<file path="src/source/mmu_cfg.svh">
`ifndef MMU_CFG_SVH
`define MMU_CFG_SVH

//////////////////////////////////////////////////////////////////////
// Data memory size
//////////////////////////////////////////////////////////////////////
`define MMU_DEPTH 16384  // 64-bit words

//////////////////////////////////////////////////////////////////////
// Clocks per serial bit, indexed by br_cfg
//////////////////////////////////////////////////////////////////////
`define MMU_DIV0 16      // Short divisors keep simulation quick
`define MMU_DIV1 32
`define MMU_DIV2 64
`define MMU_DIV3 128

// Host command bytes
`define MMU_CMD_WR 8'h57  // ASCII W
`define MMU_CMD_RD 8'h52  // ASCII R

`endif

</file>
<file path="src/source/mmu_pkg.sv">
`include "mmu_cfg.svh"

package mmu_pkg;

   // Word address into the data memory
   typedef logic [$clog2(`MMU_DEPTH)-1:0] addr_t;

   typedef logic [63:0] word_t;      // One memory word
   typedef logic [7:0]  ser_byte_t;  // One byte on the RS232 line
   typedef logic [15:0] div_t;       // Clocks per serial bit

   // Command decoder states, shown on the board LEDs
   typedef enum logic [3:0] {
      IDLE,     // Waiting for a command byte
      ADDR_HI,  // Upper address byte
      ADDR_LO,  // Lower address byte
      DATA,     // Eight write data bytes
      COUNT,    // Read word count
      WRITE,    // Holding the write request
      START     // Kicking off a read stream
   } dec_state_t;

   // Port bundle of one memory requester
   typedef struct packed {
      logic  req;    // Wants the port this cycle
      logic  we;     // Write when set
      addr_t addr;
      word_t wdata;  // Ignored on reads
   } mem_req_t;

endpackage

</file>
<file path="src/source/mem_arbiter.sv">
`timescale 1ns/1ps

module mem_arbiter (
   input  mmu_pkg::mem_req_t wr_port,   // From command decoder
   output logic              wr_gnt,
   input  mmu_pkg::mem_req_t rd_port,   // From read streamer
   output logic              rd_gnt,
   output mmu_pkg::mem_req_t mem_port
);

   //////////////////////////////////////////////////////////////////////
   // Fixed priority with writes first
   //////////////////////////////////////////////////////////////////////
   assign wr_gnt = wr_port.req;
   assign rd_gnt = rd_port.req && !wr_port.req;  // Streamer waits a cycle

   // Winner drives the port
   always_comb begin
      if (wr_gnt) begin
         mem_port = wr_port;
      end else begin
         mem_port = rd_port;  // req is low unless rd_gnt
      end
   end

   // One requester per cycle on the single port
   always_comb begin
      gnt_onehot_a: assert (!(wr_gnt && rd_gnt))
         else $error("both memory grants high");
   end

endmodule

</file>
<file path="config.mk">
export PLATFORM = sky130hd
export DESIGN_NAME = mem_arbiter
export DESIGN_NICKNAME = d
export VERILOG_FILES = /design/src/source/mmu_pkg.sv /design/src/source/mem_arbiter.sv
export VERILOG_INCLUDE_DIRS = /design/src /design/src/source
export SDC_FILE = /design/constraint.sdc
export NUM_CORES = 1
export LEC_CHECK = 0
export ABC_AREA = 0
export BUFFER_PORTS_ARGS = -buffer_cell sky130_fd_sc_hd__buf_2
export CAP_MARGIN = 20
export CORE_AREA = 10 10 86 88
export DETAILED_ROUTE_END_ITERATION = 8
export DIE_AREA = 0 0 96 98
export PLACE_DENSITY = 0.74
export SETUP_SLACK_MARGIN = 0.02
export SLEW_MARGIN = 40
export SYNTH_ARGS = -nofsm -noshare
export SYNTH_HDL_FRONTEND = slang
export SYNTH_SLANG_ARGS = --single-unit
</file>
<file path="constraint.sdc">
create_clock -name vclk -period 2.6
set_clock_uncertainty 0.2 [all_clocks]
set_input_delay 0.52 -clock vclk [all_inputs]
set_output_delay 0.52 -clock vclk [all_outputs]
set_load 0.1 [all_outputs]
</file>
==> flow_summary.json <==
{
  "outcome": "finished clean",
  "max_slew_margin_pct": 66.47,
  "syn2layout_area_growth_pct": 176.1,
  "grt_pass1_wl_mm": 12.64,
  "crit_buf_inv": 3,
  "syn_inst": 91,
  "antenna_found_initial": 1,
  "seq_area_frac_synth_pct": 0,
  "io_pins": 242,
  "placed_cells": 406,
  "core_sq_um": 5746,
  "fin_crit_sh_pct": 88.80,
  "ir_drop_mv": 0.2763,
  "crit_fanout": 21,
  "crit_chain": "buf_4, buf_12, mux2_4, buf_12",
  "regArea_sq_um": 0,
  "leakagePower_nw": 2.089,
  "drt_iter0_markers": 16,
  "num_vias": 1729,
  "syn_nets": 251,
  "rsz0062_at_grt": "false",
  "drc": 0,
  "cp_num_cells": 4,
  "dp_hpwl_mm": 8.270,
  "fin_crit_ns": 2.309,
  "grt_pass1_vias": 2141,
  "die_w_um": 96,
  "hp-class": "primary input to output pin",
  "start_util_pct": 23.91,
  "critPathTopFamily": "buffers and inverters",
  "grt_use_total_pct": 17.00,
  "numPortBuffers": 242,
  "grt_max_degree": 22,
  "place_ws_ns": 0.2883,
  "cpMaxStageDelayCell": "mux2_4",
  "wl_per_cell_um": 21.19,
  "worst_setup_path_start_kind": "primary input",
  "synth_cell_type_count": 7,
  "synth_area_sq_um": 1374,
  "setup_tns_ns": 0,
  "setup_viol_count_final": 0,
  "worst_path_most_repeated_cell": "buf_12",
  "fillers": 417,
  "dieArea_sq_um": 9408,
  "place_congestion": 0.8566,
  "fp-row-count": 28,
  "max_freq_mhz": 433.1,
  "final_antenna_net_count": 0,
  "cellPowerDensity_nw_per_um2": 408.4,
  "critPathRequiredTime_ns": 1.88,
  "clock_buffers": 0,
  "drive_above_1_share_pct": 100.0,
  "arrival_ns": 1.59,
  "hold_depth": 3,
  "cp_slowest_stage_delay_ns": 0.33,
  "final-hold-violation-count": 0,
  "first_pass_iters": 4,
  "drt_wl_total_mm": 8.626,
  "drv_cap": 0,
  "ctsResizeCount": 0,
  "finalNonFillerCells": 407,
  "nNetsFinal": 493,
  "overflow": 0,
  "slew_violations": 0,
  "endpoint_kind": "output pin",
  "ctsHoldBuffers": 0,
  "vias_per_cell": 4.248,
  "critPathKind": "primary input to output pin",
  "multi_input_area_sq_um": 1197,
  "seq_cells": 0,
  "die_h_um": 98,
  "yosys_warnings": 0,
  "tightest_slew_ns": 0.5065,
  "worst_slack_ns": 0.2911,
  "syn_area_per_cell_sq_um": 15.10,
  "cts_setup_buffers": 0
}
-- report_power, final --
group	total, W	switching [W]	leakage [nW]	internal, W
Combinational	0.00155	0.000939	2.09	0.000610
Clock	0.0000000000514	0	0.00000634	0.0000000000514
Sequential	0	0	0	0
Total	0.00155	0.000939	2.09	0.000610
-- worst paths after layout --
| check | from | endpoint | slack, ns |
|---|---|---|---|
| setup / recovery | wr_port[79] | mem_port[33] | 0.29 |
| hold / removal | rd_port[79] | mem_port[79] | 1.21 |
-- per-layer routing --
metal | global-route usage (%) | wire (um) | part of all wire, % | vias up
met3 | 8.576 | 1184 | 14 | 6
li1 | - | - | - | 824
met1 | 14.95 | 2498 | 29 | 767
met5 | 0 | 0 | 0 | -
met2 | 33.76 | 4850 | 56 | 132
met4 | 1.589 | 93 | 1.1 | 0
-- cells by family (layout without fill, tap and decap cells) --
logic type / Yosys count / count (layout) / synth area share (%)
simple gates: 2 / 2 / 0.9113
buf+inv: 10 / 250 / 13.02
other cells: 0 / 1 / 0
mux: 79 / 79 / 86.07
-- cell type report --
class | instances | area share (%)
antenna | 1 | 0.06596
multi-input combinational | 81 | 31.56
timing repair buffer | 250 | 65.90
tap | 75 | 2.474
-- cell usage after synthesis (all sizes together) --
cell   count  area share [%]
buf       10              13
mux2      79              86
nor2b      1            0.46
or2        1            0.46
-- metrics by stage --
step / area [sq um] / hold slack, ns / power, W / util [%]
finish: 3794 / 1.214 / 0.001549 / 66.03
global route: 3794 / 1.234 / 0.001593 / 66.03
CTS: 3791 / 1.220 / 0.001563 / 65.98
detailed placement: 3791 / 1.220 / 0.001561 / 65.98
global placement: 3791 / 1.211 / 0.001539 / 65.98
floorplan: 1376 / 1.052 / 0.0009779 / -
-- placed cells by master (no fill, tap or decap) --
master / n
mux2_4: 78
mux2_2: 1
nor2b_2: 1
buf_4: 7
or2_2: 1
buf_2: 161
buf_12: 82
diode_2: 1
(Power assumes the default switching activity.)
