### src/source/mmu_cfg.svh
`ifndef MMU_CFG_SVH
`define MMU_CFG_SVH

//////////////////////////////////////////////////////////////////////
// Data memory size
//////////////////////////////////////////////////////////////////////
`define MMU_DEPTH 16384  // 64-bit words

//////////////////////////////////////////////////////////////////////
// Clocks per serial bit, indexed by br_cfg
//////////////////////////////////////////////////////////////////////
`define MMU_DIV0 16      // Short divisors keep simulation quick
`define MMU_DIV1 32
`define MMU_DIV2 64
`define MMU_DIV3 128

// Host command bytes
`define MMU_CMD_WR 8'h57  // ASCII W
`define MMU_CMD_RD 8'h52  // ASCII R

`endif

### src/source/mmu_pkg.sv
`include "mmu_cfg.svh"

package mmu_pkg;

   // Word address into the data memory
   typedef logic [$clog2(`MMU_DEPTH)-1:0] addr_t;

   typedef logic [63:0] word_t;      // One memory word
   typedef logic [7:0]  ser_byte_t;  // One byte on the RS232 line
   typedef logic [15:0] div_t;       // Clocks per serial bit

   // Command decoder states, shown on the board LEDs
   typedef enum logic [3:0] {
      IDLE,     // Waiting for a command byte
      ADDR_HI,  // Upper address byte
      ADDR_LO,  // Lower address byte
      DATA,     // Eight write data bytes
      COUNT,    // Read word count
      WRITE,    // Holding the write request
      START     // Kicking off a read stream
   } dec_state_t;

   // Port bundle of one memory requester
   typedef struct packed {
      logic  req;    // Wants the port this cycle
      logic  we;     // Write when set
      addr_t addr;
      word_t wdata;  // Ignored on reads
   } mem_req_t;

endpackage

### src/source/read_streamer.sv
`timescale 1ns/1ps

module read_streamer (
   input  logic               clk,
   input  logic               rst,
   input  logic               rd_start,
   input  mmu_pkg::addr_t     rd_addr,
   input  mmu_pkg::ser_byte_t rd_count,
   output logic               busy,
   output mmu_pkg::mem_req_t  rd_port,
   input  logic               rd_gnt,
   input  mmu_pkg::word_t     rdata,
   output mmu_pkg::ser_byte_t tx_byte,
   output logic               tx_load,
   input  logic               tx_busy
);

   typedef enum logic [1:0] {
      ST_IDLE,
      ST_REQ,    // Asking for the next word
      ST_LATCH,  // Read data arrives
      ST_SEND    // Feeding bytes to the SPART
   } str_state_t;

   str_state_t         st;
   logic [2:0]         byte_idx;  // Byte of the current word
   mmu_pkg::addr_t     addr_q;
   mmu_pkg::ser_byte_t left_q;    // Words remaining after this one
   mmu_pkg::word_t     word_q;

   always_ff @(posedge clk) begin
      if (rst) begin
         st       <= ST_IDLE;
         byte_idx <= '0;
      end else begin
         case (st)
            ST_IDLE: begin
               if (rd_start) begin
                  st <= ST_REQ;
               end
            end
            ST_REQ: begin
               if (rd_gnt) begin
                  st <= ST_LATCH;
               end
            end
            ST_LATCH: begin
               st       <= ST_SEND;
               byte_idx <= '0;
            end
            default: begin
               if (tx_load) begin
                  byte_idx <= byte_idx + 1'b1;
                  if (byte_idx == 3'd7) begin
                     st <= (left_q == '0) ? ST_IDLE : ST_REQ;
                  end
               end
            end
         endcase
      end
   end

   always_ff @(posedge clk) begin
      if (st == ST_IDLE && rd_start) begin
         addr_q <= rd_addr;
         left_q <= rd_count;
      end else if (tx_load && byte_idx == 3'd7) begin
         addr_q <= addr_q + 1'b1;  // Wraps at top of memory
         left_q <= left_q - 1'b1;
      end
      if (st == ST_LATCH) begin
         word_q <= rdata;
      end else if (tx_load) begin
         word_q <= word_q >> 8;  // Next byte down to the bottom
      end
   end

   always_comb begin
      rd_port.req   = (st == ST_REQ);
      rd_port.we    = 1'b0;
      rd_port.addr  = addr_q;
      rd_port.wdata = '0;
   end

   assign busy    = (st != ST_IDLE);
   assign tx_load = (st == ST_SEND) && !tx_busy;
   assign tx_byte = word_q[7:0];

endmodule

### config.mk
export PLATFORM = sky130hd
export DESIGN_NAME = read_streamer
export DESIGN_NICKNAME = d
export VERILOG_FILES = /design/src/source/mmu_pkg.sv /design/src/source/read_streamer.sv
export VERILOG_INCLUDE_DIRS = /design/src /design/src/source
export SDC_FILE = /design/constraint.sdc
export NUM_CORES = 1
export LEC_CHECK = 0
export ABC_CLOCK_PERIOD_IN_PS = 2300
export CORE_ASPECT_RATIO = 0.6
export CORE_MARGIN = 2
export CORE_UTILIZATION = 55
export DETAILED_ROUTE_END_ITERATION = 12
export DONT_BUFFER_PORTS = 1
export GPL_TIMING_DRIVEN = 0
export PLACE_DENSITY = 0.71
export SLEW_MARGIN = 0
export SYNTH_ARGS = -nofsm -noshare
export SYNTH_HDL_FRONTEND = slang
export SYNTH_SLANG_ARGS = --single-unit
### constraint.sdc
create_clock -name clk -period 2.3 [get_ports clk]
set_input_delay 0.345 -clock clk [delete_from_list [all_inputs] [get_ports clk]]
set_output_delay 0.345 -clock clk [all_outputs]
set_load 0.1 [all_outputs]
==> qor.yml <==
run_status:
  status: "finished with violations"
  violations: "setup timing"
finish:
  mostFrequentLayoutCells: "86 x edfxtp_1, 76 x buf_4, 65 x conb_1, 57 x mux2_2, 29 x nor2_1"
  num-nets-final: 546
  area_growth_pct: 18.0
  final_common_cell: "edfxtp_1"
  drive_gt1_frac: 0.392
  instances_no_fill: 565
  fin_util: 0.662
clocking:
  clkSinkCount: 91
  htreeDepth: 3
  clk_latency_ps: 330
  cts.path.max_buffers: 2
  numCtsBuffers: 9
  cts_tree: "yes"
  clk_pin_slew_ps: 70
  clock-root-buffer: "clkbuf_16"
floorplanning:
  rows: 26
  initial_core_util: 0.561
  die_area_mm2: 0.00937
  dieHeight_um: 75.8
  dieWidth_um: 124
  core_area_mm2: 0.00843
  ios: 181
grt:
  track_usage: 0.184
  grt_max_degree: 33
  overflow: 0
  antenna_found_initial: 0
  grt_pass1_vias: 2551
  grt_first_pass_wirelength_um: 12700
critical_path:
  critPathCaptureType: "register"
  slowest_delay_ps: 1090
  crit_type: "reg -> reg"
  crit_path_max_fanout: 6
  cp.required_ps: 2370
  critPathTopFamily: "flip-flops"
  crit_chain: "nand3_4, buf_4, buf_12, nor4_2, xnor2_1, a21oi_1"
  start_kind: "register"
  cp.arrival_ps: 2400
  critical_path_buf_inv_count: 2
  cp_slowest_cell: "edfxtp_1"
logic_synthesis:
  yosys.area_share.simple: 0.0715
  synth_compound_area_frac: 0.0357
  synth_cell_types: 32
  synth_seq_area_share: 0.568
  synth_top_area_frac: 0.546
  yosys.area.top_type: "edfxtp_1"
  ys_ff_latch: 91
  synth_top_family_by_area: "multiplexers"
  synthMuxAreaShare: 0.140
  synth_edf_count: 86
  syn_avg_cell_area_um2: 12.9
  synthesis.instances: 366
  ys_top_cells_by_area: "edfxtp_1 55%, mux2_2 14%, buf_4 12%, xnor2_1 2.4%, nor2_1 2.4%"
  synth_fa_ha_area_frac: 0.0212
  synth_ff_type: "edfxtp_1"
  synth-xor-area-share: 0.0297
  async_reset_ff_frac: 0
  syn-cell-area_mm2: 0.00473
  yosys_warnings: 0
sta:
  fmax_ghz: 0.429
  fin_crit_ps: 2330
  slew_headroom: 0.261
  clock_skew_ps: 4.37
  finalSetupTns_ps: -41.7
  timing.final.ws_setup_ps: -29.6
  post-route-period-util: 1.01
  setup_viol: 3
  worst_pin_slew_ps: 1110
  grt_setup_unrepaired: "yes"
  finalMaxSlewViolations: 0
  finalHoldViolCount: 0
route:
  via_per_inst: 4.82
  routed-via-count: 2723
  drc: 0
  antenna_left: 0
  wire_per_inst_um: 15.7
  wl_um: 8890
  drtIter0Drc: 202
  first_pass_iters: 4
power_and_ir_drop:
  power_w: 0.00756
  ir_worst_vdd_uv: 931
  pwr_density_cell_mw_per_mm2: 1360
  leakagePower_nw: 2.19
flow_run:
  drv_cap: 0
placement:
  dp_cells: 542
  routabilityCongestion: 0.753
  hpwl_um: 6230
  io_buffers: 0
hold_path:
  hp-class: "in -> reg"
==> logic make-up after synthesis <==
family | after synthesis
AO/OA/AOI/OAI | 29
XOR/XNOR | 16
adder cells (fa/ha/maj) | 8
buffers and inverters | 94
flip-flops | 91
multiplexers | 59
other | 1
AND/OR/NAND/NOR | 68
==> state kept, by name (all words and copies together), names as in the netlist <==
register and count:
word_q 64, byte_idx 3, addr_q 14, left_q 8, st 2
==> layer usage <==
layer	track usage	vias up	wire (µm)
met5	0	-	0
met3	0.0704	6	768
met2	0.281	108	4110
met4	0.0593	0	75
met1	0.245	1271	3930
li1	-	1338	-
==> area by class of cell <==
type	instances	area (µm²)
Fill cell	635	2850
Sequential cell	91	2680
Multi-Input combinational cell	247	1790
Buffer	84	596
Clock buffer	9	225
Tap cell	112	140
Clock inverter	7	58.8
Timing Repair Buffer	4	42.5
Inverter	10	37.5
Antenna cell	1	2.50
==> through the flow <==
| step | hold WS [ps] | instance area, µm² | worst slack [ps] |
|---|---|---|---|
| floorplan | 417 | 4980 | 16.9 |
| global placement | 419 | 5120 | -274 |
| detailed placement | 420 | 5120 | -298 |
| CTS | 60.7 | 5490 | -8.28 |
| global route | 55.3 | 5570 | -83.4 |
| finish | 77.0 | 5580 | -29.6 |
==> power breakdown <==
part / internal (W) / total, W / leakage (nW) / switching, W
clock: 0.000751 / 0.00138 / 0.139 / 0.000633
sequential: 0.00257 / 0.00350 / 0.825 / 0.000937
combinational: 0.000898 / 0.00267 / 1.22 / 0.00178
==> worst reg2reg max path: cells and delay by family, from the launching register on <==
kind	cells	cell delay (ps)
and+or+nand+nor	2	380
DFF	1	1090
buffers and inverters	2	370
xor gates and xnor gates	1	150
AOI/OAI and AO/OA	1	90
==> what timing repair did <==
action	in CTS	in global routing
gates resized for setup	14	12
setup buffers	2	2
pin swaps	5	7
gates cloned	1	1
hold buffers	0	0
endpoints found under the setup margin	95	57
==> Yosys cell counts (2+ instances only) <==
cell	number
inv_1	10
ha_1	8
mux2_2	57
buf_2	3
o31ai_1	3
xor2_1	3
xnor2_1	13
and2_1	9
nor2_1	30
a31oi_1	2
dfxtp_1	5
edfxtp_1	86
nor4_1	5
mux2i_1	2
buf_4	73
clkbuf_1	5
or4_4	2
buf_1	3
nand2_1	6
nand3_1	6
nor3_1	5
a21oi_1	19
a22oi_1	2
==> final timing paths <==
path / startpoint / end / slack [ps] / cells past startpoint
max: addr_q[2]$_DFFE_PP_ / addr_q[10]$_DFFE_PP_ / -30 / 6
min: rst / byte_idx[0]$_SDFFE_PP0P_ / 80 / 1
max reg2reg: addr_q[2]$_DFFE_PP_ / addr_q[10]$_DFFE_PP_ / -30 / 6
min reg2reg: byte_idx[0]$_SDFFE_PP0P_ / byte_idx[0]$_SDFFE_PP0P_ / 530 / 2
(Power assumes the default switching activity.)
