==> config.mk <==
export PLATFORM = sky130hd
export DESIGN_NAME = host_cmd_decoder
export DESIGN_NICKNAME = d
export VERILOG_FILES = /design/src/source/mmu_pkg.sv /design/src/source/host_cmd_decoder.sv
export VERILOG_INCLUDE_DIRS = /design/src /design/src/source
export SDC_FILE = /design/constraint.sdc
export NUM_CORES = 1
export LEC_CHECK = 0
export BUFFER_PORTS_ARGS = -buffer_cell sky130_fd_sc_hd__clkbuf_2
export CAP_MARGIN = 10
export CORE_ASPECT_RATIO = 0.5
export CORE_MARGIN = 2
export CORE_UTILIZATION = 52
export DETAILED_ROUTE_END_ITERATION = 6
export GPL_TIMING_DRIVEN = 0
export HOLD_SLACK_MARGIN = 0.12
export MAX_ROUTING_LAYER = met4
export PLACE_DENSITY = 0.8
export SLEW_MARGIN = 20
export SYNTH_ARGS = -nofsm -noshare
export SYNTH_HDL_FRONTEND = slang
export SYNTH_SLANG_ARGS = --single-unit
==> constraint.sdc <==
create_clock -name clk -period 6.6 [get_ports clk]
set_clock_uncertainty 0.05 [all_clocks]
set_input_delay 0.33 -clock clk [delete_from_list [all_inputs] [get_ports clk]]
set_output_delay 0.33 -clock clk [all_outputs]
set_load 0.005 [all_outputs]
==> src/source/mmu_cfg.svh <==
`ifndef MMU_CFG_SVH
`define MMU_CFG_SVH

//////////////////////////////////////////////////////////////////////
// Data memory size
//////////////////////////////////////////////////////////////////////
`define MMU_DEPTH 16384  // 64-bit words

//////////////////////////////////////////////////////////////////////
// Clocks per serial bit, indexed by br_cfg
//////////////////////////////////////////////////////////////////////
`define MMU_DIV0 16      // Short divisors keep simulation quick
`define MMU_DIV1 32
`define MMU_DIV2 64
`define MMU_DIV3 128

// Host command bytes
`define MMU_CMD_WR 8'h57  // ASCII W
`define MMU_CMD_RD 8'h52  // ASCII R

`endif

==> src/source/mmu_pkg.sv <==
`include "mmu_cfg.svh"

package mmu_pkg;

   // Word address into the data memory
   typedef logic [$clog2(`MMU_DEPTH)-1:0] addr_t;

   typedef logic [63:0] word_t;      // One memory word
   typedef logic [7:0]  ser_byte_t;  // One byte on the RS232 line
   typedef logic [15:0] div_t;       // Clocks per serial bit

   // Command decoder states, shown on the board LEDs
   typedef enum logic [3:0] {
      IDLE,     // Waiting for a command byte
      ADDR_HI,  // Upper address byte
      ADDR_LO,  // Lower address byte
      DATA,     // Eight write data bytes
      COUNT,    // Read word count
      WRITE,    // Holding the write request
      START     // Kicking off a read stream
   } dec_state_t;

   // Port bundle of one memory requester
   typedef struct packed {
      logic  req;    // Wants the port this cycle
      logic  we;     // Write when set
      addr_t addr;
      word_t wdata;  // Ignored on reads
   } mem_req_t;

endpackage

==> src/source/host_cmd_decoder.sv <==
`timescale 1ns/1ps
`include "mmu_cfg.svh"

module host_cmd_decoder (
   input  logic                clk,
   input  logic                rst,
   input  mmu_pkg::ser_byte_t  rx_byte,
   input  logic                rx_valid,
   output mmu_pkg::mem_req_t   wr_port,
   input  logic                wr_gnt,
   output logic                rd_start,   // One-cycle stream kick
   output mmu_pkg::addr_t      rd_addr,
   output mmu_pkg::ser_byte_t  rd_count,   // Words minus one
   input  logic                busy,       // Streamer still sending
   output mmu_pkg::dec_state_t state
);

   logic               is_rd;     // R command in flight
   logic [2:0]         byte_cnt;  // Data bytes taken
   mmu_pkg::addr_t     addr_q;
   mmu_pkg::word_t     data_q;
   mmu_pkg::ser_byte_t count_q;

   always_ff @(posedge clk) begin
      if (rst) begin
         state    <= mmu_pkg::IDLE;
         is_rd    <= 1'b0;
         byte_cnt <= '0;
      end else begin
         case (state)
            mmu_pkg::IDLE: begin
               if (rx_valid && rx_byte == `MMU_CMD_WR) begin
                  is_rd <= 1'b0;
                  state <= mmu_pkg::ADDR_HI;
               end else if (rx_valid && rx_byte == `MMU_CMD_RD) begin
                  is_rd <= 1'b1;
                  state <= mmu_pkg::ADDR_HI;
               end
            end
            mmu_pkg::ADDR_HI: begin
               if (rx_valid) begin
                  state <= mmu_pkg::ADDR_LO;
               end
            end
            mmu_pkg::ADDR_LO: begin
               if (rx_valid) begin
                  byte_cnt <= '0;
                  state    <= is_rd ? mmu_pkg::COUNT : mmu_pkg::DATA;
               end
            end
            mmu_pkg::DATA: begin
               if (rx_valid) begin
                  byte_cnt <= byte_cnt + 1'b1;
                  if (byte_cnt == 3'd7) begin
                     state <= mmu_pkg::WRITE;  // Full word assembled
                  end
               end
            end
            mmu_pkg::WRITE: begin
               if (wr_gnt) begin
                  state <= mmu_pkg::IDLE;
               end
            end
            mmu_pkg::COUNT: begin
               if (rx_valid) begin
                  state <= mmu_pkg::START;
               end
            end
            default: state <= mmu_pkg::IDLE;  // START lasts one cycle
         endcase
      end
   end

   // Byte capture
   always_ff @(posedge clk) begin
      if (rx_valid) begin
         case (state)
            mmu_pkg::ADDR_HI: addr_q <= mmu_pkg::addr_t'({rx_byte, 8'h00});  // Top bits dropped
            mmu_pkg::ADDR_LO: addr_q[7:0] <= rx_byte;
            mmu_pkg::DATA:    data_q <= {rx_byte, data_q[63:8]};  // LSB first
            mmu_pkg::COUNT:   count_q <= rx_byte;
            default: ;
         endcase
      end
   end

   always_comb begin
      wr_port.req   = (state == mmu_pkg::WRITE);
      wr_port.we    = 1'b1;
      wr_port.addr  = addr_q;
      wr_port.wdata = data_q;
   end

   assign rd_start = (state == mmu_pkg::START) && !busy;  // Dropped if still streaming
   assign rd_addr  = addr_q;
   assign rd_count = count_q;

   // A write waits for the arbiter and is never withdrawn
   wr_hold_a: assert property (@(posedge clk) disable iff (rst)
      wr_port.req && !wr_gnt |=> wr_port.req)
      else $error("write request dropped before grant");

endmodule

==> impl_metrics.ini <==
[setup_path]
crit_end = rd_addr[7]$_SDFFCE_PP0P_
reg2regPathDepth = 4
end_kind = flip-flop
r2r_end = rd_addr[7]$_SDFFCE_PP0P_
cp.arrival_ns = 1.81
rrSetupSlack_ns = 4.73
worstPathMaxFanout = 10
crit_path_cell_trace = buf_4 > inv_1 > nor3_2 > a21o_1
cp-start-kind = flip-flop
critical_path_required_ns = 6.54
cp_slowest_cell = a21o_1
cp-startpoint = state[1]$_SDFFE_PP0P_
reg2reg_from = state[1]$_SDFFE_PP0P_
crit_type = flip-flop to flip-flop
critPathMaxStageDelay_ns = 0.41

[power_and_ir_drop]
leakagePower_nw = 1.73
powerDensity_nw_per_um2 = 266
vdd_drop_max_mv = 0.137
power.total_w = 0.00115

[place]
gp_congestion = 0.873
dp_hpwl_um = 4320
placed_cell_area_sq_um = 4020
io_buffer_count = 117
dp.cells = 380

[clock_network]
clock_latency_ns = 0.33
ctsResizeCount = 0
cts_made_buffers = 9
clk_path_buf_depth = 2
cts_tree = yes
h-tree-depth = 3
post_cts_buffers = 0
clk_pin_slew_worst_paths_ns = 0.06
hold_buffers = 0
cts_sinks = 93
cts-root-buf = clkbuf_16

[routing]
drc = 0
vias_per_cell = 4.86
post_drt_wl_per_cell_um = 15.3
drt-initial-drc-count = 131
first_pass_iters = 4
num_vias = 1925
finalWirelength_um = 6070
ant_nets = 0

[die]
die-area_sq_um = 7030
die_h_um = 60.3
die-width_um = 117
rows = 20
start_util = 0.540
ios = 120
fp.coreArea_sq_um = 6110

[global_route]
antenna_found_initial = 0
grt_max_degree = 62
grt_pass1_wl_um = 8810
track_usage = 0.179
grt_overflow = 0
grt_pass1_vias = 1790

[synth]
yosysTopAreaCellShare = 0.784
synthTopCellsByCount = edfxtp_1, buf_4, and2_1
ys_top_cells_by_area = edfxtp_1, dfxtp_1, buf_4, and2_1, and4bb_2
ys_async_sr_fraction = 0
ys_types = 37
synth_area_sq_um = 3290
syn-instance-count = 174
syn-num-nets = 189
seq_area_frac_synth = 0.826
ys_ff_latch = 93
synth_most_common_cell = edfxtp_1
ys.warnings.count = 0
yosysTopAreaCell = edfxtp_1
avgSynthCellArea_sq_um = 18.9
synth_ff_type = edfxtp_1
synth_edf_count = 86

[min_path]
hold_path_class = primary input to flip-flop

[final_layout]
synthToLayoutAreaGrowth_pct = 31.1
drive_gt1_frac = 0.529
diodes = 0
fin_cells = 396
fin_area_sq_um = 4320
nets = 318

[flow_run]
max_cap_violations = 0

[sta]
whs_ns = 0.176
finalSetupViolations = 0
final_max_slew_viol_count = 0
final-hold-violation-count = 0
fmax_mhz = 536
tns_ns = 0
period_needed_ns = 1.87
rsz0062_at_grt = false
post-route-period-util = 0.283

[outcome]
status = complete, no violations
final cells by class:
class | instances | area [sq um]
inverters | 2 | 7.51
flip-flops and latches | 93 | 2720
plain buffers | 21 | 154
repair buffers | 118 | 613
clock inverters | 7 | 73.8
fillers | 406 | 1790
multi-input cells | 58 | 413
clock buffers | 9 | 225
well taps | 88 | 110
routing by layer:
layer,global-route usage,up-vias,part of all wire
met4,0.0622,0,0.012
met3,0.0710,8,0.071
met5,-,-,0
met2,0.301,77,0.52
met1,0.199,938,0.40
li1,-,902,-
stage by stage:
stage / setup slack [ns] / util
4_1_cts: 4.74 / 0.707
5_1_grt: 4.60 / 0.707
6_report: 4.73 / 0.707
2_1_floorplan: 3.82 / -
3_5_place_dp: 4.77 / 0.658
3_3_place_gp: 3.20 / 0.653
critical path, delay by kind of cell (launching register included):
kind	cells	cell delay [ns]
compound gates	1	0.41
buf+inv	2	0.28
flops	1	0.40
simple gates	1	0.38
logic make-up after synthesis:
family	after synthesis	share of synthesized area
compound gates	12	0.0262
xor+xnor	1	0.00266
fa+ha+maj	2	0.00759
buf+inv	23	0.0490
flops	93	0.826
mux	2	0.00797
other cells	2	0.00228
simple gates	39	0.0779
sequential cells by signal, indices dropped and copies added, names as in the netlist:
register	flops
rd_addr	14
state	3
data_q	64
byte_cnt	3
rd_count	8
is_rd	1
where the power goes:
part / internal [W] / total [W] / switching, W
Clock: 0.000294 / 0.000500 / 0.000205
Combinational: 0.00000604 / 0.0000140 / 0.00000797
Sequential: 0.000636 / 0.000636 / 0.0000000638
layout by cell type (no fill, tap or decap), types with 2 or more instances in the layout:
cell type / instances
edfxtp_1: 86
inv_1: 2
clkinv_2: 2
a21oi_1: 3
ha_1: 2
and4bb_2: 2
buf_2: 3
nor2_1: 3
clkinv_4: 2
and2_1: 9
nand3_1: 2
nor4b_1: 2
dfxtp_1: 7
nor3_1: 2
nand2_1: 4
buf_4: 17
clkbuf_2: 117
nand3b_1: 2
and3b_1: 2
conb_1: 2
nor2b_1: 3
nand4_1: 2
clkbuf_16: 9
worst min path at each step:
stage / startpoint / to / depth (start not counted) / slack [ns]
2_1_floorplan: rst / byte_cnt[0]$_SDFFE_PP0P_ / 1 / 0.35
3_3_place_gp: data_q[17]$_DFFE_PP_ / data_q[9]$_DFFE_PP_ / 0 / 0.38
3_5_place_dp: data_q[21]$_DFFE_PP_ / data_q[13]$_DFFE_PP_ / 0 / 0.38
4_1_cts: rx_byte[6] / rd_count[6]$_DFFE_PP_ / 1 / 0.17
5_1_grt: rx_byte[6] / rd_count[6]$_DFFE_PP_ / 1 / 0.17
6_report: rx_byte[6] / rd_count[6]$_DFFE_PP_ / 1 / 0.18
No activity file was read; power rests on OpenSTA's default activity.
