File: src/source/mmu_cfg.svh
`ifndef MMU_CFG_SVH
`define MMU_CFG_SVH

//////////////////////////////////////////////////////////////////////
// Data memory size
//////////////////////////////////////////////////////////////////////
`define MMU_DEPTH 16384  // 64-bit words

//////////////////////////////////////////////////////////////////////
// Clocks per serial bit, indexed by br_cfg
//////////////////////////////////////////////////////////////////////
`define MMU_DIV0 16      // Short divisors keep simulation quick
`define MMU_DIV1 32
`define MMU_DIV2 64
`define MMU_DIV3 128

// Host command bytes
`define MMU_CMD_WR 8'h57  // ASCII W
`define MMU_CMD_RD 8'h52  // ASCII R

`endif

File: src/source/mmu_pkg.sv
`include "mmu_cfg.svh"

package mmu_pkg;

   // Word address into the data memory
   typedef logic [$clog2(`MMU_DEPTH)-1:0] addr_t;

   typedef logic [63:0] word_t;      // One memory word
   typedef logic [7:0]  ser_byte_t;  // One byte on the RS232 line
   typedef logic [15:0] div_t;       // Clocks per serial bit

   // Command decoder states, shown on the board LEDs
   typedef enum logic [3:0] {
      IDLE,     // Waiting for a command byte
      ADDR_HI,  // Upper address byte
      ADDR_LO,  // Lower address byte
      DATA,     // Eight write data bytes
      COUNT,    // Read word count
      WRITE,    // Holding the write request
      START     // Kicking off a read stream
   } dec_state_t;

   // Port bundle of one memory requester
   typedef struct packed {
      logic  req;    // Wants the port this cycle
      logic  we;     // Write when set
      addr_t addr;
      word_t wdata;  // Ignored on reads
   } mem_req_t;

endpackage

File: src/source/spart.sv
`timescale 1ns/1ps
`include "mmu_cfg.svh"

module spart (
   input  logic               clk,
   input  logic               rst,
   input  logic [1:0]         br_cfg,    // Baud select
   input  logic               rxd,       // RS232 receive line
   output logic               txd,       // RS232 transmit line
   output mmu_pkg::ser_byte_t rx_byte,
   output logic               rx_valid,  // One cycle per received byte
   input  mmu_pkg::ser_byte_t tx_byte,
   input  logic               tx_load,
   output logic               tx_busy
);

   mmu_pkg::div_t      bit_div;            // Clocks per bit
   logic               rxd_meta, rxd_sync; // Two-flop synchronizer
   logic               rx_active;          // Frame in progress
   mmu_pkg::div_t      rx_cnt;
   logic [3:0]         rx_bit;             // 0 start, 1 to 8 data, 9 stop
   mmu_pkg::ser_byte_t rx_shift;
   logic [9:0]         tx_shift;           // Stop, data, start
   mmu_pkg::div_t      tx_cnt;
   logic [3:0]         tx_bit;

   //////////////////////////////////////////////////////////////////////
   // Baud divisor
   //////////////////////////////////////////////////////////////////////
   always_comb begin
      case (br_cfg)
         2'd0:    bit_div = mmu_pkg::div_t'(`MMU_DIV0);
         2'd1:    bit_div = mmu_pkg::div_t'(`MMU_DIV1);
         2'd2:    bit_div = mmu_pkg::div_t'(`MMU_DIV2);
         default: bit_div = mmu_pkg::div_t'(`MMU_DIV3);
      endcase
   end

   //////////////////////////////////////////////////////////////////////
   // Receiver
   //////////////////////////////////////////////////////////////////////
   always_ff @(posedge clk) begin
      if (rst) begin
         rxd_meta <= 1'b1;  // Idle line is high
         rxd_sync <= 1'b1;
      end else begin
         rxd_meta <= rxd;
         rxd_sync <= rxd_meta;
      end
   end

   always_ff @(posedge clk) begin
      if (rst) begin
         rx_active <= 1'b0;
         rx_cnt    <= '0;
         rx_bit    <= '0;
         rx_valid  <= 1'b0;
      end else begin
         rx_valid <= 1'b0;
         if (!rx_active) begin
            if (!rxd_sync) begin  // Falling edge of start bit
               rx_active <= 1'b1;
               rx_cnt    <= (bit_div >> 1) - 1'b1;  // Half a bit to mid-start
               rx_bit    <= '0;
            end
         end else if (rx_cnt != '0) begin
            rx_cnt <= rx_cnt - 1'b1;
         end else begin
            // Middle of a bit
            rx_cnt <= bit_div - 1'b1;
            rx_bit <= rx_bit + 1'b1;
            if (rx_bit == 4'd0) begin
               if (rxd_sync) begin
                  rx_active <= 1'b0;  // Glitch, not a start bit
               end
            end else if (rx_bit == 4'd9) begin
               rx_active <= 1'b0;
               rx_valid  <= rxd_sync;  // Bad stop bit drops the byte
            end
         end
      end
   end

   // LSB arrives first
   always_ff @(posedge clk) begin
      if (rx_active && rx_cnt == '0 && rx_bit >= 4'd1 && rx_bit <= 4'd8) begin
         rx_shift <= {rxd_sync, rx_shift[7:1]};
      end
   end

   assign rx_byte = rx_shift;  // Stable until the next frame's data

   //////////////////////////////////////////////////////////////////////
   // Transmitter
   //////////////////////////////////////////////////////////////////////
   always_ff @(posedge clk) begin
      if (rst) begin
         tx_busy <= 1'b0;
         tx_cnt  <= '0;
         tx_bit  <= '0;
      end else if (!tx_busy) begin
         if (tx_load) begin
            tx_busy <= 1'b1;
            tx_cnt  <= bit_div - 1'b1;
            tx_bit  <= '0;
         end
      end else if (tx_cnt != '0) begin
         tx_cnt <= tx_cnt - 1'b1;
      end else if (tx_bit == 4'd9) begin
         tx_busy <= 1'b0;  // End of stop bit
      end else begin
         tx_cnt <= bit_div - 1'b1;
         tx_bit <= tx_bit + 1'b1;
      end
   end

   always_ff @(posedge clk) begin
      if (tx_load && !tx_busy) begin
         tx_shift <= {1'b1, tx_byte, 1'b0};
      end else if (tx_busy && tx_cnt == '0) begin
         tx_shift <= {1'b1, tx_shift[9:1]};  // Next bit onto the line
      end
   end

   assign txd = tx_busy ? tx_shift[0] : 1'b1;

   // Streamer must wait for the frame to finish
   tx_load_idle_a: assert property (@(posedge clk) disable iff (rst)
      tx_load |-> !tx_busy)
      else $error("tx_load while transmitter busy");

endmodule

File: config.mk
export PLATFORM = sky130hd
export DESIGN_NAME = spart
export DESIGN_NICKNAME = d
export VERILOG_FILES = /design/src/source/mmu_pkg.sv /design/src/source/spart.sv
export VERILOG_INCLUDE_DIRS = /design/src /design/src/source
export SDC_FILE = /design/constraint.sdc
export NUM_CORES = 1
export LEC_CHECK = 0
export BUFFER_PORTS_ARGS = -buffer_cell sky130_fd_sc_hd__buf_2
export CAP_MARGIN = 15
export CORE_MARGIN = 2
export CORE_UTILIZATION = 37
export CTS_CLUSTER_SIZE = 12
export DETAILED_ROUTE_END_ITERATION = 16
export PLACE_DENSITY = 0.55
export SYNTH_ARGS = -nofsm -noshare
export SYNTH_HDL_FRONTEND = slang
export SYNTH_SLANG_ARGS = --single-unit
File: constraint.sdc
create_clock -name clk -period 2.8 [get_ports clk]
set_clock_uncertainty 0.2 [all_clocks]
set_input_delay 0.14 -clock clk [delete_from_list [all_inputs] [get_ports clk]]
set_output_delay 0.14 -clock clk [all_outputs]
set_load 0.05 [all_outputs]
==> results.sh <==
export IMPL_worstPathRequired_ns=2.84
export IMPL_internal_power_mw=1.599
export IMPL_seq_area_frac_synth_pct=41.96
export IMPL_wl_per_cell_um=16.01
export IMPL_hold_path_class="input pin to flip-flop"
export IMPL_fmax_mhz=391.3
export IMPL_syn_cell_area_um2=3339
export IMPL_gp_congestion=0.9376
export IMPL_postPlaceCellArea_um2=3605
export IMPL_ys_warnings_count=0
export IMPL_grt_pass1_vias=2878
export IMPL_tightest_slew_ns=0.8086
export IMPL_end_kind="flip-flop"
export IMPL_synth_cells=375
export IMPL_fin_total_pwr_mw=2.378
export IMPL_synth_enable_flop_cells=16
export IMPL_fin_util_pct=44.72
export IMPL_firstDrtPassIters=7
export IMPL_arrival_ns=2.59
export IMPL_layout_drive_gt1_share_pct=16.51
export IMPL_insertion_delay_ns=0.34
export IMPL_dr_first_iter_drc_count=220
export IMPL_drv_cap=0
export IMPL_drc=0
export IMPL_cts_tree="done"
export IMPL_clock_power_share_pct=33.9
export IMPL_syn_avg_cell_area_um2=8.905
export IMPL_synth_area_leader_cell="dfxtp_1"
export IMPL_area_growth_syn_to_layout_pct=16.79
export IMPL_drv_slew=0
export IMPL_synth_top_area_share_pct=27.58
export IMPL_rsz0062_at_grt="no"
export IMPL_seqCellArea_um2=1401
export IMPL_row_count=34
export IMPL_hpwlAfterDp_um=5775
export IMPL_wirelength_um=8421
export IMPL_fp_coreArea_um2=8721
export IMPL_grt_pass1_wl_um=14300
export IMPL_switching_power_mw=0.7788
export IMPL_critPathMaxFanout=8
export IMPL_grt_max_degree=35
export IMPL_clock_sinks=62
export IMPL_nNetsFinal=437
export IMPL_numCtsBuffers=9
export IMPL_num_vias=3082
export IMPL_period_share_pct=91.28
export IMPL_multi_input_area_um2=1793
export IMPL_diodes=0
export IMPL_clockRootBuffer="clkbuf_8"
export IMPL_placedCellCount=501
export IMPL_postCtsSetupRepairBufs=0
export IMPL_design_area_um2=3900
export IMPL_syn_nets=399
export IMPL_overflow=0
export IMPL_ys_flop_type="dfxtp_1"
export IMPL_outcome="finished clean"
export IMPL_yosysUniqueCellTypes=71
export IMPL_instances_no_fill=526
export IMPL_netSwitchingFraction_pct=32.76
export IMPL_vias_per_cell=5.859
export IMPL_seqPwrFrac_pct=43.7
export IMPL_io_pins=25
export IMPL_ant_nets=0
export IMPL_finalSetupViolCount=0
export IMPL_period_minus_slack_ns=2.556
export IMPL_fill_cells=822
export IMPL_crit_type="flip-flop to flip-flop"
export IMPL_antenna_found_initial=0
export IMPL_start_kind="flip-flop"
export IMPL_synth_seq_cells=62
export IMPL_path_clk_slew_ns=0.07
export IMPL_ir_drop_mv=0.2673
export IMPL_start_util_pct=38.29
export IMPL_die_area_um2=9801
export IMPL_die_w_um=99
export IMPL_tns_ns=0
export IMPL_async_flop_share_pct=0
export IMPL_p_leak_nw=1.473
export IMPL_die_h_um=99
export IMPL_synth_area_leaders="dfxtp_1, edfxtp_1, a21oi_1"
export IMPL_hold_viol_final=0
export IMPL_p_comb_share_pct=22.4
export IMPL_p_per_area_nw_per_um2=609.7
export IMPL_slew_headroom_pct=45.53
export IMPL_grtUsageTotal_pct=18.03
export IMPL_htree_levels=3
export IMPL_clk_path_buf_depth=2
export IMPL_io_buffers=24
flip-flops by register name, indices dropped and copies added (netlist names):
name	cells
tx_busy	1
rx_cnt	16
rxd_meta	1
rxd_sync	1
tx_bit	4
rx_byte	8
rx_valid	1
tx_shift	9
rx_bit	4
tx_cnt	16
rx_active	1
cells in the mapped netlist (3+ instances only):
library cell  number
inv_1             20
ha_1              10
or2_2              6
edfxtp_1          16
or3_1              7
buf_2              4
dfxtp_1           46
a31oi_1            8
and3_1             4
nand3_1            5
clkbuf_1          12
nand4_1            7
nor2b_1            5
o32ai_1            5
a211oi_1           5
o21ai_0           21
or4_1              5
xor2_1             3
nor3_1            15
nand2_1           32
a22o_1             7
and2_1             4
a21oi_1           32
nor4_1             7
nor2_1            23
a32o_1             5
nand2b_1           7
worst max-delay path, stage by stage, from the launching register on:
cell     delay [ns]
dfxtp_1        0.38
inv_1          0.11
ha_1           0.16
nor4b_1        0.38
nand4_1        0.37
o22a_1         0.33
nand2_1        0.14
inv_1          0.14
a32o_1         0.23
metal layers:
| metal | track usage [%] | vias up | part of all wire [%] |
|---|---|---|---|
| met5 | 0 | - | 0 |
| met4 | 8.008 | 0 | 2.5 |
| met3 | 3.901 | 18 | 5.4 |
| met2 | 26.35 | 117 | 43 |
| met1 | 25.49 | 1448 | 49 |
| li1 | - | 1499 | - |
power groups by stage:
stage | Combinational [mW] | Clock (mW) | Sequential [mW]
final | 0.532 | 0.806 | 1.04
after floorplan | 0.384 | 0 | 1.04
after detailed placement | 0.512 | 0 | 1.06
after CTS | 0.525 | 0.824 | 1.04
after global routing | 0.595 | 0.862 | 1.05
after global placement | 0.516 | 0 | 1.06
cell families after synthesis:
kind of cell	Yosys count	share of synthesized area [%]
fa+ha+maj	10	3.747
flops	62	41.96
simple gates	142	23.87
compound gates	116	23.79
xor+xnor	4	1.049
mux	3	0.9367
buf+inv	38	4.646
cell usage in the layout (no fill, tap or decap), drive strengths merged, types with 5 or more instances in the layout:
cell / instances
nor3: 15
or2: 7
clkbuf: 9
nor2b: 5
a31oi: 8
dlygate4sd3: 9
a32o: 5
o21ai: 21
a22o: 7
buf: 36
nand4: 7
inv: 22
o32ai: 5
dfxtp: 46
ha: 10
nor2: 24
a211oi: 6
nand2: 32
nand2b: 7
a21oi: 32
or4: 6
nand3: 5
edfxtp: 16
nor4: 10
or3: 7
area by class of cell:
cell class / instances / share of cell area (%)
Clock inverter: 7 / 1.829
Sequential cell: 62 / 35.93
Inverter: 20 / 1.925
Clock buffer: 9 / 3.176
Timing Repair Buffer: 45 / 7.700
Tap cell: 108 / 3.465
Multi-Input combinational cell: 275 / 45.97
worst paths after layout:
| kind | to | slack [ns] | startpoint | cells after the start |
|---|---|---|---|---|
| setup / recovery | tx_cnt[4]$_SDFFE_PP0P_ | 0.24 | tx_cnt[0]$_SDFFE_PP0P_ | 8 |
| hold / removal | tx_cnt[9]$_SDFFE_PP0P_ | 0.04 | tx_load | 4 |
| setup reg to reg | tx_cnt[4]$_SDFFE_PP0P_ | 0.24 | tx_cnt[0]$_SDFFE_PP0P_ | 8 |
| hold reg to reg | rxd_sync$_SDFF_PP1_ | 0.24 | rxd_meta$_SDFF_PP1_ | 1 |
repair_timing:
action,in CTS,in global routing
endpoints found under the hold margin,9,0
hold buffers,9,0
resized for setup,0,2
endpoints found under the setup margin,0,4
stage by stage:
stage | setup WS (ns) | hold slack [ns]
after CTS | 0.2700 | 0.01804
after detailed placement | 0.2851 | 0.1300
after global placement | 0.3640 | 0.1317
after floorplan | 0.09798 | 0.04381
final | 0.2441 | 0.04322
after global routing | 0.009562 | 0.05779
No activity file was read; power rests on OpenSTA's default activity.
